[src/include/alu_params.svh]
// Word size, trit encodings and opcode codes for the ternary ALU
`ifndef ALU_PARAMS_SVH
`define ALU_PARAMS_SVH

// Word geometry
`define WORD_TRITS   9
`define TRIT_BITS    2
`define OPCODE_BITS  6

// Trit encodings, the pattern 2'b10 is illegal and reads as zero
`define TRIT_NEG     2'b11
`define TRIT_ZERO    2'b00
`define TRIT_POS     2'b01

// Opcodes, each one is three legal trits
`define ALU_OP_NOT   6'b000001
`define ALU_OP_AND   6'b000011
`define ALU_OP_OR    6'b000100
`define ALU_OP_XOR   6'b000101
`define ALU_OP_ADD   6'b000111
`define ALU_OP_SUB   6'b001100
`define ALU_OP_LT    6'b001101
`define ALU_OP_EQ    6'b001111

`endif

[src/source/trit_pkg.sv]
// Trit and word vector types with trit normalization and negation helpers
`include "alu_params.svh"

package trit_pkg;

    // One balanced-ternary digit
    typedef logic [`TRIT_BITS-1:0] trit_t;

    // Trit i sits in bits 2i+1:2i, trit 0 is least significant
    typedef logic [`WORD_TRITS*`TRIT_BITS-1:0] word_t;

    // Illegal code reads as zero
    function automatic trit_t trit_norm(input trit_t t);
        return (t == 2'b10) ? trit_t'(`TRIT_ZERO) : t;
    endfunction

    function automatic trit_t trit_neg(input trit_t t);
        case (trit_norm(t))
            `TRIT_POS: return `TRIT_NEG;
            `TRIT_NEG: return `TRIT_POS;
            default:   return `TRIT_ZERO;
        endcase
    endfunction

endpackage

[src/source/alu_pkg.sv]
// Opcode type and the issue struct passed from decode to execute
`include "alu_params.svh"

package alu_pkg;

    // Three trits of opcode
    typedef logic [`OPCODE_BITS-1:0] opcode_t;

    // One operation as registered by the decode stage
    typedef struct packed {
        opcode_t         op;
        trit_pkg::word_t operand_a;
        trit_pkg::word_t operand_b;
    } alu_issue_t;

endpackage

[src/source/trit_logic_unit.sv]
// Trit-wise NOT, AND (minimum), OR (maximum) and XOR over a 9-trit word
`timescale 1ns/100ps
`include "alu_params.svh"

module trit_logic_unit (
    input  trit_pkg::word_t a,
    input  trit_pkg::word_t b,
    output trit_pkg::word_t not_out,
    output trit_pkg::word_t and_out,
    output trit_pkg::word_t or_out,
    output trit_pkg::word_t xor_out
);

    // Minimum, a -1 on either side wins
    function automatic trit_pkg::trit_t trit_min(input trit_pkg::trit_t x, y);
        if (x == `TRIT_NEG || y == `TRIT_NEG) begin
            return `TRIT_NEG;
        end
        return (x == `TRIT_POS && y == `TRIT_POS) ? `TRIT_POS : `TRIT_ZERO;
    endfunction

    // Maximum, a +1 on either side wins
    function automatic trit_pkg::trit_t trit_max(input trit_pkg::trit_t x, y);
        if (x == `TRIT_POS || y == `TRIT_POS) begin
            return `TRIT_POS;
        end
        return (x == `TRIT_NEG && y == `TRIT_NEG) ? `TRIT_NEG : `TRIT_ZERO;
    endfunction

    // Opposite signs cancel, two equal nonzero trits flip to -1
    function automatic trit_pkg::trit_t trit_xor(input trit_pkg::trit_t x, y);
        case ({x, y})
            {`TRIT_NEG,  `TRIT_NEG},  {`TRIT_NEG,  `TRIT_ZERO},
            {`TRIT_ZERO, `TRIT_NEG},  {`TRIT_POS,  `TRIT_POS}:  return `TRIT_NEG;
            {`TRIT_ZERO, `TRIT_POS},  {`TRIT_POS,  `TRIT_ZERO}: return `TRIT_POS;
            default:                                           return `TRIT_ZERO;
        endcase
    endfunction

    always_comb begin
        trit_pkg::trit_t ta;
        trit_pkg::trit_t tb;

        for (int i = 0; i < `WORD_TRITS; i++) begin
            ta = trit_pkg::trit_norm(a[`TRIT_BITS*i +: `TRIT_BITS]);
            tb = trit_pkg::trit_norm(b[`TRIT_BITS*i +: `TRIT_BITS]);
            // NOT is unary on a
            not_out[`TRIT_BITS*i +: `TRIT_BITS] = trit_pkg::trit_neg(ta);
            and_out[`TRIT_BITS*i +: `TRIT_BITS] = trit_min(ta, tb);
            or_out[`TRIT_BITS*i +: `TRIT_BITS]  = trit_max(ta, tb);
            xor_out[`TRIT_BITS*i +: `TRIT_BITS] = trit_xor(ta, tb);
        end
    end

endmodule

[src/source/trit_ripple_adder.sv]
// Balanced-ternary 9-trit ripple-carry adder with optional negation of b
`timescale 1ns/100ps
`include "alu_params.svh"

module trit_ripple_adder (
    input  trit_pkg::word_t a,
    input  trit_pkg::word_t b,
    input  logic            negate_b,
    output trit_pkg::word_t sum
);

    // Any rule: zero yields the other trit, opposite signs cancel
    function automatic trit_pkg::trit_t trit_any(input trit_pkg::trit_t x, y);
        if (x == `TRIT_ZERO) begin
            return y;
        end
        if (y == `TRIT_ZERO) begin
            return x;
        end
        return (x == y) ? x : `TRIT_ZERO;
    endfunction

    // Consensus rule: nonzero only when both agree
    function automatic trit_pkg::trit_t trit_cons(input trit_pkg::trit_t x, y);
        return (x == y) ? x : `TRIT_ZERO;
    endfunction

    // Half-add sum digit built from the any and consensus rules
    function automatic trit_pkg::trit_t half_sum(input trit_pkg::trit_t x, y);
        trit_pkg::trit_t cons_neg;

        cons_neg = trit_pkg::trit_neg(trit_cons(x, y));
        return trit_any(cons_neg, trit_any(cons_neg, trit_any(x, y)));
    endfunction

    always_comb begin
        trit_pkg::trit_t ta;
        trit_pkg::trit_t tb;
        trit_pkg::trit_t part;
        trit_pkg::trit_t carry1;
        trit_pkg::trit_t carry2;
        trit_pkg::trit_t carry;

        carry = `TRIT_ZERO;
        for (int i = 0; i < `WORD_TRITS; i++) begin
            ta = trit_pkg::trit_norm(a[`TRIT_BITS*i +: `TRIT_BITS]);
            tb = trit_pkg::trit_norm(b[`TRIT_BITS*i +: `TRIT_BITS]);
            if (negate_b) begin
                tb = trit_pkg::trit_neg(tb);
            end
            // b plus carry first, then a plus the partial sum
            part   = half_sum(tb, carry);
            carry1 = trit_cons(tb, carry);
            sum[`TRIT_BITS*i +: `TRIT_BITS] = half_sum(ta, part);
            carry2 = trit_cons(ta, part);
            carry  = trit_any(carry1, carry2);
        end
        // Carry out of trit 8 is dropped, so the sum wraps modulo 3^9
    end

endmodule

[src/source/trit_comparator.sv]
// Signed less-than and equality of two balanced-ternary words, MSB first
`timescale 1ns/100ps
`include "alu_params.svh"

module trit_comparator (
    input  trit_pkg::word_t a,
    input  trit_pkg::word_t b,
    output logic            lt,
    output logic            eq
);

    // Digit order is -1 < 0 < +1
    function automatic logic trit_less(input trit_pkg::trit_t x, y);
        return (x == `TRIT_NEG && y != `TRIT_NEG) ||
               (x == `TRIT_ZERO && y == `TRIT_POS);
    endfunction

    always_comb begin
        trit_pkg::trit_t ta;
        trit_pkg::trit_t tb;
        logic            lt_chain;
        logic            eq_chain;

        lt_chain = 1'b0;
        eq_chain = 1'b1;
        // The first differing trit from the top decides
        for (int i = `WORD_TRITS - 1; i >= 0; i--) begin
            ta = trit_pkg::trit_norm(a[`TRIT_BITS*i +: `TRIT_BITS]);
            tb = trit_pkg::trit_norm(b[`TRIT_BITS*i +: `TRIT_BITS]);
            lt_chain = lt_chain | (eq_chain & trit_less(ta, tb));
            eq_chain = eq_chain & (ta == tb);
        end
        lt = lt_chain;
        eq = eq_chain;
    end

endmodule

[src/source/alu_decode_stage.sv]
// First pipeline stage, registers opcode and operands into the issue struct
`timescale 1ns/100ps
`include "alu_params.svh"

module alu_decode_stage (
    input  logic                 clk,
    input  logic                 rst_n,
    input  logic                 en,
    input  alu_pkg::opcode_t     op,
    input  trit_pkg::word_t      operand_a,
    input  trit_pkg::word_t      operand_b,
    output alu_pkg::alu_issue_t  issue,
    output logic                 issue_valid
);

    logic illegal_trit;

    // Flag any operand trit carrying the unused 2'b10 code
    always_comb begin
        illegal_trit = 1'b0;
        for (int i = 0; i < `WORD_TRITS; i++) begin
            if (trit_pkg::trit_norm(operand_a[`TRIT_BITS*i +: `TRIT_BITS]) !=
                operand_a[`TRIT_BITS*i +: `TRIT_BITS]) begin
                illegal_trit = 1'b1;
            end
            if (trit_pkg::trit_norm(operand_b[`TRIT_BITS*i +: `TRIT_BITS]) !=
                operand_b[`TRIT_BITS*i +: `TRIT_BITS]) begin
                illegal_trit = 1'b1;
            end
        end
    end

    // Payload holds while en is low, valid follows en
    always_ff @(posedge clk or negedge rst_n) begin
        if (!rst_n) begin
            issue       <= '0;
            issue_valid <= 1'b0;
        end else begin
            issue_valid <= en;
            if (en) begin
                issue.op        <= op;
                issue.operand_a <= operand_a;
                issue.operand_b <= operand_b;
            end
        end
    end

    // Operands from the source must use legal trit codes only
    a_legal_operands: assert property (
        @(posedge clk) disable iff (!rst_n)
        en |-> !illegal_trit
    ) else $error("illegal trit code on an issued operand");

endmodule

[src/source/alu_execute_stage.sv]
// Second pipeline stage that runs the trit units and registers the selected result
`timescale 1ns/100ps
`include "alu_params.svh"

module alu_execute_stage (
    input  logic                 clk,
    input  logic                 rst_n,
    input  alu_pkg::alu_issue_t  issue,
    input  logic                 issue_valid,
    output trit_pkg::word_t      result,
    output logic                 result_valid
);

    trit_pkg::word_t not_word;
    trit_pkg::word_t and_word;
    trit_pkg::word_t or_word;
    trit_pkg::word_t xor_word;
    trit_pkg::word_t sum_word;
    trit_pkg::word_t flag_lt;
    trit_pkg::word_t flag_eq;
    trit_pkg::word_t result_next;
    logic            negate_b;
    logic            a_lt_b;
    logic            a_eq_b;

    // SUB reuses the adder with b negated
    assign negate_b = (issue.op == `ALU_OP_SUB);

    trit_logic_unit logic_i (
        .a       (issue.operand_a),
        .b       (issue.operand_b),
        .not_out (not_word),
        .and_out (and_word),
        .or_out  (or_word),
        .xor_out (xor_word)
    );

    trit_ripple_adder adder_i (
        .a        (issue.operand_a),
        .b        (issue.operand_b),
        .negate_b (negate_b),
        .sum      (sum_word)
    );

    trit_comparator cmp_i (
        .a  (issue.operand_a),
        .b  (issue.operand_b),
        .lt (a_lt_b),
        .eq (a_eq_b)
    );

    // Comparison results land in trit 0 as +1 or 0
    assign flag_lt = {{(`WORD_TRITS-1){`TRIT_ZERO}}, (a_lt_b ? `TRIT_POS : `TRIT_ZERO)};
    assign flag_eq = {{(`WORD_TRITS-1){`TRIT_ZERO}}, (a_eq_b ? `TRIT_POS : `TRIT_ZERO)};

    always_comb begin
        case (issue.op)
            `ALU_OP_NOT: result_next = not_word;
            `ALU_OP_AND: result_next = and_word;
            `ALU_OP_OR:  result_next = or_word;
            `ALU_OP_XOR: result_next = xor_word;
            `ALU_OP_ADD,
            `ALU_OP_SUB: result_next = sum_word;
            `ALU_OP_LT:  result_next = flag_lt;
            `ALU_OP_EQ:  result_next = flag_eq;
            default:     result_next = issue.operand_a;
        endcase
    end

    always_ff @(posedge clk or negedge rst_n) begin
        if (!rst_n) begin
            result       <= '0;
            result_valid <= 1'b0;
        end else begin
            result_valid <= issue_valid;
            if (issue_valid) begin
                result <= result_next;
            end
        end
    end

    // The comparator never reports less-than and equal together
    a_cmp_exclusive: assert property (
        @(posedge clk) disable iff (!rst_n)
        issue_valid |-> !(a_lt_b && a_eq_b)
    ) else $error("comparator reports less-than and equal at once");

    // Subtracting equal operands gives all zero trits
    a_sub_equal_zero: assert property (
        @(posedge clk) disable iff (!rst_n)
        issue_valid && negate_b && a_eq_b |-> sum_word == '0
    ) else $error("SUB of equal operands is not zero");

endmodule

[src/source/ternary_alu_top.sv]
// Top level of the two-stage balanced-ternary ALU pipeline
`timescale 1ns/100ps

module ternary_alu_top (
    input  logic             clk,
    input  logic             rst_n,
    input  logic             en,
    input  alu_pkg::opcode_t op,
    input  trit_pkg::word_t  operand_a,
    input  trit_pkg::word_t  operand_b,
    output trit_pkg::word_t  result,
    output logic             result_valid
);

    alu_pkg::alu_issue_t issue;
    logic                issue_valid;

    alu_decode_stage decode_i (
        .clk         (clk),
        .rst_n       (rst_n),
        .en          (en),
        .op          (op),
        .operand_a   (operand_a),
        .operand_b   (operand_b),
        .issue       (issue),
        .issue_valid (issue_valid)
    );

    // Result appears two edges after the operation is sampled
    alu_execute_stage execute_i (
        .clk          (clk),
        .rst_n        (rst_n),
        .issue        (issue),
        .issue_valid  (issue_valid),
        .result       (result),
        .result_valid (result_valid)
    );

endmodule

[config.mk]
export PLATFORM = sky130hd
export DESIGN_NAME = ternary_alu_top
export DESIGN_NICKNAME = d
export VERILOG_FILES = /design/src/source/trit_pkg.sv /design/src/source/alu_pkg.sv /design/src/source/trit_logic_unit.sv /design/src/source/trit_ripple_adder.sv /design/src/source/trit_comparator.sv /design/src/source/alu_decode_stage.sv /design/src/source/alu_execute_stage.sv /design/src/source/ternary_alu_top.sv
export VERILOG_INCLUDE_DIRS = /design/src /design/src/include
export SDC_FILE = /design/constraint.sdc
export NUM_CORES = 1
export LEC_CHECK = 0
export BUFFER_PORTS_ARGS = -buffer_cell sky130_fd_sc_hd__buf_4
export CAP_MARGIN = 40
export CORE_MARGIN = 2
export CORE_UTILIZATION = 66
export DETAILED_ROUTE_END_ITERATION = 7
export PLACE_DENSITY = 0.95
export SLEW_MARGIN = 20
export SYNTH_ARGS = -nofsm -noshare
export SYNTH_HDL_FRONTEND = slang
export SYNTH_SLANG_ARGS = --single-unit
[constraint.sdc]
create_clock -name clk -period 11.5 [get_ports clk]
set_input_delay 1.725 -clock clk [delete_from_list [all_inputs] [get_ports clk]]
set_output_delay 1.725 -clock clk [all_outputs]
set_load 0.005 [all_outputs]
# Yosys cells after proc, flatten, opt, wreduce, memory -nomap -nowiden
# Cells that the tools add are included.
# word_totals
reg_bits	62
latchBits	0
ram_bits	0
rom_bits	0
input_bits	45
wordCells	1179
mem_count	0
# classes
add_sub_neg	0
n_mul	0
n_div	0
n_lt_le_gt_ge	0
eq_ne	303
n_shift	0
n_mux	659
n_bitwise	24
n_reduce_logical	187
# ops
operator	n
2-to-1 mux 2 bit	417
== test 2 bit, second input constant	108
zero test 2 bit	105
2-to-1 mux 1 bit	196
case mux 2 bit (2 select lines)	45
== test 2 bit	70
case mux 18 bit (7 select lines)	1
== test 2 x 1 -> 1 bit, second input constant	54
== test 4 x 3 -> 1 bit, second input constant	18
== test 4 bit, second input constant	18
== test 4 x 1 -> 1 bit, second input constant	9
== test 4 x 2 -> 1 bit, second input constant	9
logical AND 1 bit	36
OR reduction 4 bit	9
logical OR 1 bit	27
OR reduction 2 bit	10
== test 6 x 3 -> 1 bit, second input constant	3
== test 6 x 4 -> 1 bit, second input constant	3
!= test 2 bit, second input constant	9
AND 1 bit	16
OR 1 bit	8
== test 6 x 1 -> 1 bit, second input constant	1
== test 6 x 2 -> 1 bit, second input constant	1

# Longest topological paths before layout
# depth
depth_word	224
mapped_depth	28
depth_no_buf	22

# Cells and area by module
# From an unflattened synthesis, not the netlist that was laid out.
# unflattened
hier_cells	915
area_unflattened_um2	7494.7
# modules_own_cells
module	n_inst	cells_per_inst	area_each_um2	seq_area_each_um2
trit_ripple_adder	1	396	2562.5	0.0
alu_decode_stage	1	90	1790.5	1076.0
alu_execute_stage	1	202	1721.7	475.5
trit_logic_unit	1	149	920.9	0.0
trit_comparator	1	78	499.2	0.0

# Worst setup path before layout
# No wires, ideal clock.
# synth_path
kind	register -> register
from	reg, netlist name decode_i.issue[36]
to	reg execute_i.result[16]
t_arrival_ns	6.204
required_ns	11.396
slack_ns	5.192
path_stages_with_launch	28
path_buffers	5
synth_period_minus_slack_ns	6.308
cell_sequence	dfrtp_1 buf_6 or3b_1 buf_2 or3_4 a21bo_4 mux2i_1 a21o_1 a221o_1 buf_2 nor3_1 a211o_1 buf_6 mux2_2 xnor2_1 and3_1 or3_1 a211o_1 o2111ai_2 or3b_1 o311ai_1 o311a_1 buf_6 mux2i_2 nand3_4 mux2i_1 and3_1 o41ai_2
# synth_between
elab_chain_len	209
elab_cells_between_ends	475
classes_between	eq/ne (83); mux (327); reduce/logical (65)
# synth_rtl
item	line	text
== test 6 x 4 -> 1 bit	alu_execute_stage.sv:57	case (issue.op)
2-to-1 mux 2 bit	trit_ripple_adder.sv:48	if (negate_b) begin
zero test 2 bit	trit_ripple_adder.sv:20, trit_ripple_adder.sv:25	
2-to-1 mux 2 bit (no line)	n/a	
== test 2 bit	trit_pkg.sv:14	return (t == 2'b10) ? trit_t'(`TRIT_ZERO) : t;
2-to-1 mux 2 bit	trit_pkg.sv:14	
== test 2 bit or == test 2 x 1 -> 1 bit (tied branches)	trit_pkg.sv:18	case (trit_norm(t))
case mux 2 bit (2 select lines)	trit_pkg.sv:18	
(+192 left out)	n/a	
2-to-1 mux 2 bit (no line) or 2-to-1 mux 1 bit (tied branches)	n/a	
2-to-1 mux 2 bit	trit_ripple_adder.sv:20	return (x == y) ? x : `TRIT_ZERO;
2-to-1 mux 2 bit	trit_ripple_adder.sv:17	if (y == `TRIT_ZERO) begin
zero test 2 bit (no line)	n/a	
2-to-1 mux 1 bit (2 in a row)	trit_ripple_adder.sv:17	
2-to-1 mux 2 bit	trit_ripple_adder.sv:20	
2-to-1 mux 2 bit	trit_ripple_adder.sv:17	
case mux 18 bit (7 select lines) *	alu_execute_stage.sv:57	
end signal, assigned	alu_execute_stage.sv:77	result <= result_next;
end, declared	alu_execute_stage.sv:10	output trit_pkg::word_t result,
# Mark *: on every way between the ends. The rest lies on a longest branch, timed or not. The select of a mux whose other input is x is not followed.
# A chain may end at the register's enable or synchronous reset.

# Final worst setup path
# layout_path
from	reg, netlist name decode_i.issue[36]
to	reg execute_i.result[16]
# layout_between
elab_chain_len	209
elab_cells_between_ends	475
classes_between	eq/ne (83); mux (327); reduce/logical (65)
# layout_rtl
item	line
== test 6 x 4 -> 1 bit	alu_execute_stage.sv:57
2-to-1 mux 2 bit	trit_ripple_adder.sv:48
zero test 2 bit	trit_ripple_adder.sv:20, trit_ripple_adder.sv:25
2-to-1 mux 2 bit (no line)	n/a
== test 2 bit	trit_pkg.sv:14
2-to-1 mux 2 bit	trit_pkg.sv:14
== test 2 bit or == test 2 x 1 -> 1 bit (tied branches)	trit_pkg.sv:18
case mux 2 bit (2 select lines)	trit_pkg.sv:18
(+192 left out)	n/a
2-to-1 mux 2 bit (no line) or 2-to-1 mux 1 bit (tied branches)	n/a
2-to-1 mux 2 bit	trit_ripple_adder.sv:20
2-to-1 mux 2 bit	trit_ripple_adder.sv:17
zero test 2 bit (no line)	n/a
2-to-1 mux 1 bit (2 in a row)	trit_ripple_adder.sv:17
2-to-1 mux 2 bit	trit_ripple_adder.sv:20
2-to-1 mux 2 bit	trit_ripple_adder.sv:17
case mux 18 bit (7 select lines) *	alu_execute_stage.sv:57
# Marked as above.

==> flow_metrics.py <==
metrics = {
    "run_status": {
        "status": "finished, violations left",
        "violations": "DRC",
    },
    "critical_path": {
        "reg2reg_to": "execute_i.result[16]$_DFFE_PN0P_",
        "crit_required_ps": 11780,
        "worstSetupPathType": "reg2reg",
        "r2r_start": "decode_i.issue[36]$_DFFE_PN0P_",
        "cp-start-kind": "flop",
        "worstRegToRegCells": 22,
        "startpoint": "decode_i.issue[36]$_DFFE_PN0P_",
        "cp-end-kind": "flop",
        "cp_max_fo": 26,
        "rrSetupSlack_ps": 3600,
        "worstPathArrival_ps": 8180,
    },
    "die": {
        "core_sq_mm": 0.0103,
        "die-area_sq_mm": 0.0114,
        "die_h_um": 107,
        "start_util_pct": 67.7,
        "io_pins": 64,
        "die_w_um": 107,
        "rows": 37,
    },
    "global_routing": {
        "grt_pass1_vias": 6650,
        "grt_max_degree": 63,
        "grt_overflow": 0,
        "antenna_found_initial": 0,
        "grt_use_total_pct": 35.3,
        "grt_pass1_wl_um": 32400,
    },
    "cells_and_area": {
        "nets": 994,
        "antenna-diode-count": 0,
        "synthToLayoutAreaGrowth_pct": 8.89,
        "drive_gt1_share_pct": 16.5,
        "final_cell_area_sq_mm": 0.00757,
    },
    "synth": {
        "synth_edf_count": 0,
        "async_flop_share_pct": 100,
        "synth_top_family_by_area": "compound AO/OA/AOI/OAI gates",
        "synth_area_leader_cell": "dfrtp_1",
        "synthXorXnorAreaFrac_pct": 4.66,
        "yosys_warnings": 0,
        "syn_inst": 914,
        "yosysUniqueCellTypes": 87,
        "syn_avg_cell_area_sq_um": 7.61,
        "netlist_area_sq_mm": 0.00696,
        "yosysSeqAreaShare_pct": 22.3,
        "synth_area_leaders": "dfrtp_1 22%, mux2_2 6.5%, o21ai_0 5.8%",
        "yosysTopAreaCellShare_pct": 22.3,
        "synth.net_count": 986,
        "synth-simple-area-share_pct": 22.1,
        "synthAdderAreaFrac_pct": 4.86,
        "synth_seq_cells": 62,
        "ys.flop_type": "dfrtp_1",
        "synth-compound-area-share_pct": 29.3,
        "synthMuxAreaShare_pct": 9.88,
    },
    "worst_hold_path": {
        "whs_endpoint": "execute_i.result[7]$_DFFE_PN0P_",
        "hp-start": "execute_i.result[7]$_DFFE_PN0P_",
        "min_path_cells": 1,
        "hp-class": "reg2reg",
    },
    "clock_tree": {
        "clk_pin_slew_worst_paths_ps": 80,
        "cts_sinks": 62,
        "cts-htree-levels": 3,
        "numCtsBuffers": 9,
        "clk_latency_ps": 370,
        "cts_resized": 0,
        "ctsHoldBuffers": 0,
        "clockRootBuffer": "clkbuf_8",
        "cts_tree": "done",
        "cts_buffer_depth": 2,
        "cts_setup_buffers": 0,
    },
    "timing": {
        "fin_tns_setup_ps": 0,
        "min_period_ps": 7900,
        "worstMarginPinSlew_ps": 850,
        "max_slew_margin_pct": 43.3,
        "fmax_ghz": 0.127,
        "setup_viol": 0,
        "skew_ps": 11.6,
        "finalCritPeriodShare_pct": 68.7,
        "hold_viol": 0,
        "rsz0062_at_grt": "false",
        "maxSlewViolCount": 0,
    },
    "place": {
        "place_area_sq_mm": 0.00734,
        "gp_congestion": 0.977,
        "place.port_buffers": 63,
        "post-dp-hpwl_um": 13500,
    },
    "drt": {
        "vias": 7409,
        "ant_nets": 0,
        "wl_per_cell_um": 18.7,
        "via_per_inst": 6.97,
        "drtIter0Drc": 866,
        "drt_wl_total_um": 19900,
        "drt-pass1-iter-count": 8,
        "drc_errors": 1,
    },
    "power": {
        "ir_worst_vdd_mv": 0.0741,
        "p_leak_nw": 3.17,
        "power_per_cell_area_mw_per_mm2": 112,
    },
    "job": {
        "maxCapViolations": 0,
    },
}
==> per-layer routing <==
layer	up-vias	track usage, %	share of wire [%]
met2	540	54.7	45
met5	-	0	0
li1	3375	-	-
met1	3403	48.0	40
met3	91	6.14	11
met4	0	16.6	4.1
==> cell type report <==
type	instances	area, sq um
Tap cell	136	170
Multi-Input combinational cell	732	4940
Fill cell	789	2700
Clock inverter	5	58.8
Sequential cell	62	1550
Inverter	47	176
Timing Repair Buffer	70	538
Clock buffer	11	141
==> worst max-delay path by stage <==
| stage | endpoint | slack [ps] |
|---|---|---|
| 2_1_floorplan | execute_i.result[16]$_DFFE_PN0P_ | 5190 |
| 5_1_grt | execute_i.result[16]$_DFFE_PN0P_ | 3080 |
| 3_5_place_dp | execute_i.result[16]$_DFFE_PN0P_ | 3800 |
| 3_3_place_gp | execute_i.result[16]$_DFFE_PN0P_ | 4090 |
| 6_report | execute_i.result[16]$_DFFE_PN0P_ | 3600 |
| 4_1_cts | execute_i.result[16]$_DFFE_PN0P_ | 3800 |
==> cell usage in the layout (no fill, tap or decap), types with 4 or more instances in the layout <==
cell type and n:
nand2_1 102, o21ai_0 81, buf_4 68, nor2_1 66
dfrtp_1 62, a21oi_1 47, inv_1 46, mux2_2 40
xnor2_1 30, ha_1 27, nor3_1 26, nand3_1 26
nand2b_1 18, mux2i_1 18, a211oi_1 18, o211ai_1 17
nor2b_1 12, o221ai_1 12, a31oi_1 11, nand4_1 11
a311oi_1 10, clkbuf_8 10, and2_1 8, o31ai_1 8
and3_1 7, xor2_1 7, nor4_1 7, a21o_1 7
o21a_1 6, or3_1 6, a211o_1 6, a221oi_1 5
o32a_1 4, o2111ai_1 4, o21bai_1 4, o22ai_1 4
==> where the power goes <==
part	internal (mW)	total [mW]	switching (mW)
clock	0.106	0.203	0.0972
combinational	0.152	0.342	0.190
sequential	0.244	0.304	0.0596
total	0.502	0.849	0.347
==> worst max-delay path, stage by stage, from the launching register on <==
cell and delay [ps]:
dfrtp_1 700, or3b_1 630, or3_4 380, a21bo_4 250, a311oi_2 310, a211oi_1 110, a221oi_2 580, nor2_1 160
a211o_1 490, xnor2_1 330, o221ai_1 300, nor4_1 350, o211ai_1 180, a211o_1 410, a31oi_1 380, nor2_1 190
xor2_1 190, o311a_1 510, a21boi_1 630, o2111ai_1 200, a31o_1 220, o211a_1 110, o41ai_2 190
==> cells in the mapped netlist, types with 6 or more instances <==
cell / count
nor3_1: 26
xor2_1: 7
nor4_1: 8
mux2i_1: 18
dfrtp_1: 62
a21o_1: 7
o21ai_0: 81
and2_1: 8
nand2b_1: 18
nor2_1: 66
buf_2: 7
o211ai_1: 17
nand2_1: 102
a21oi_1: 47
o21a_1: 6
ha_1: 27
o31ai_1: 8
xnor2_1: 30
inv_1: 46
mux2_2: 40
a211oi_1: 19
buf_1: 9
nor2b_1: 12
o221ai_1: 12
nand3_1: 26
a31oi_1: 11
a311oi_1: 10
and3_1: 7
a211o_1: 6
nand4_1: 11
or3_1: 6
clkbuf_1: 53
==> flip-flops by register name, summed over array words and instances, names as in the netlist <==
| register | cells |
|---|---|
| execute_i.result | 18 |
| decode_i.issue_valid | 1 |
| decode_i.issue | 42 |
| execute_i.result_valid | 1 |
==> through the flow <==
step	std cells	power (mW)	hold WS (ps)	utilization, %	setup slack [ps]
3_3_place_gp	1044	0.623	492	71.4	4090
5_1_grt	1063	0.896	530	73.7	3080
6_report	1063	0.849	510	73.7	3600
4_1_cts	1060	0.838	513	73.4	3800
2_1_floorplan	914	0.543	352	-	5190
3_5_place_dp	1044	0.634	495	71.4	3800
==> cells by family (layout without fill, tap and decap cells) <==
logic type / count (synthesis) / in the layout
AND/OR/NAND/NOR: 313 / 313
XOR/XNOR: 37 / 37
multiplexers: 62 / 62
flip-flops: 62 / 62
AO/OA/AOI/OAI: 293 / 293
adder cells (fa/ha/maj): 27 / 27
buffers and inverters: 120 / 133
Note: power is estimated with default switching activity, not from simulation.
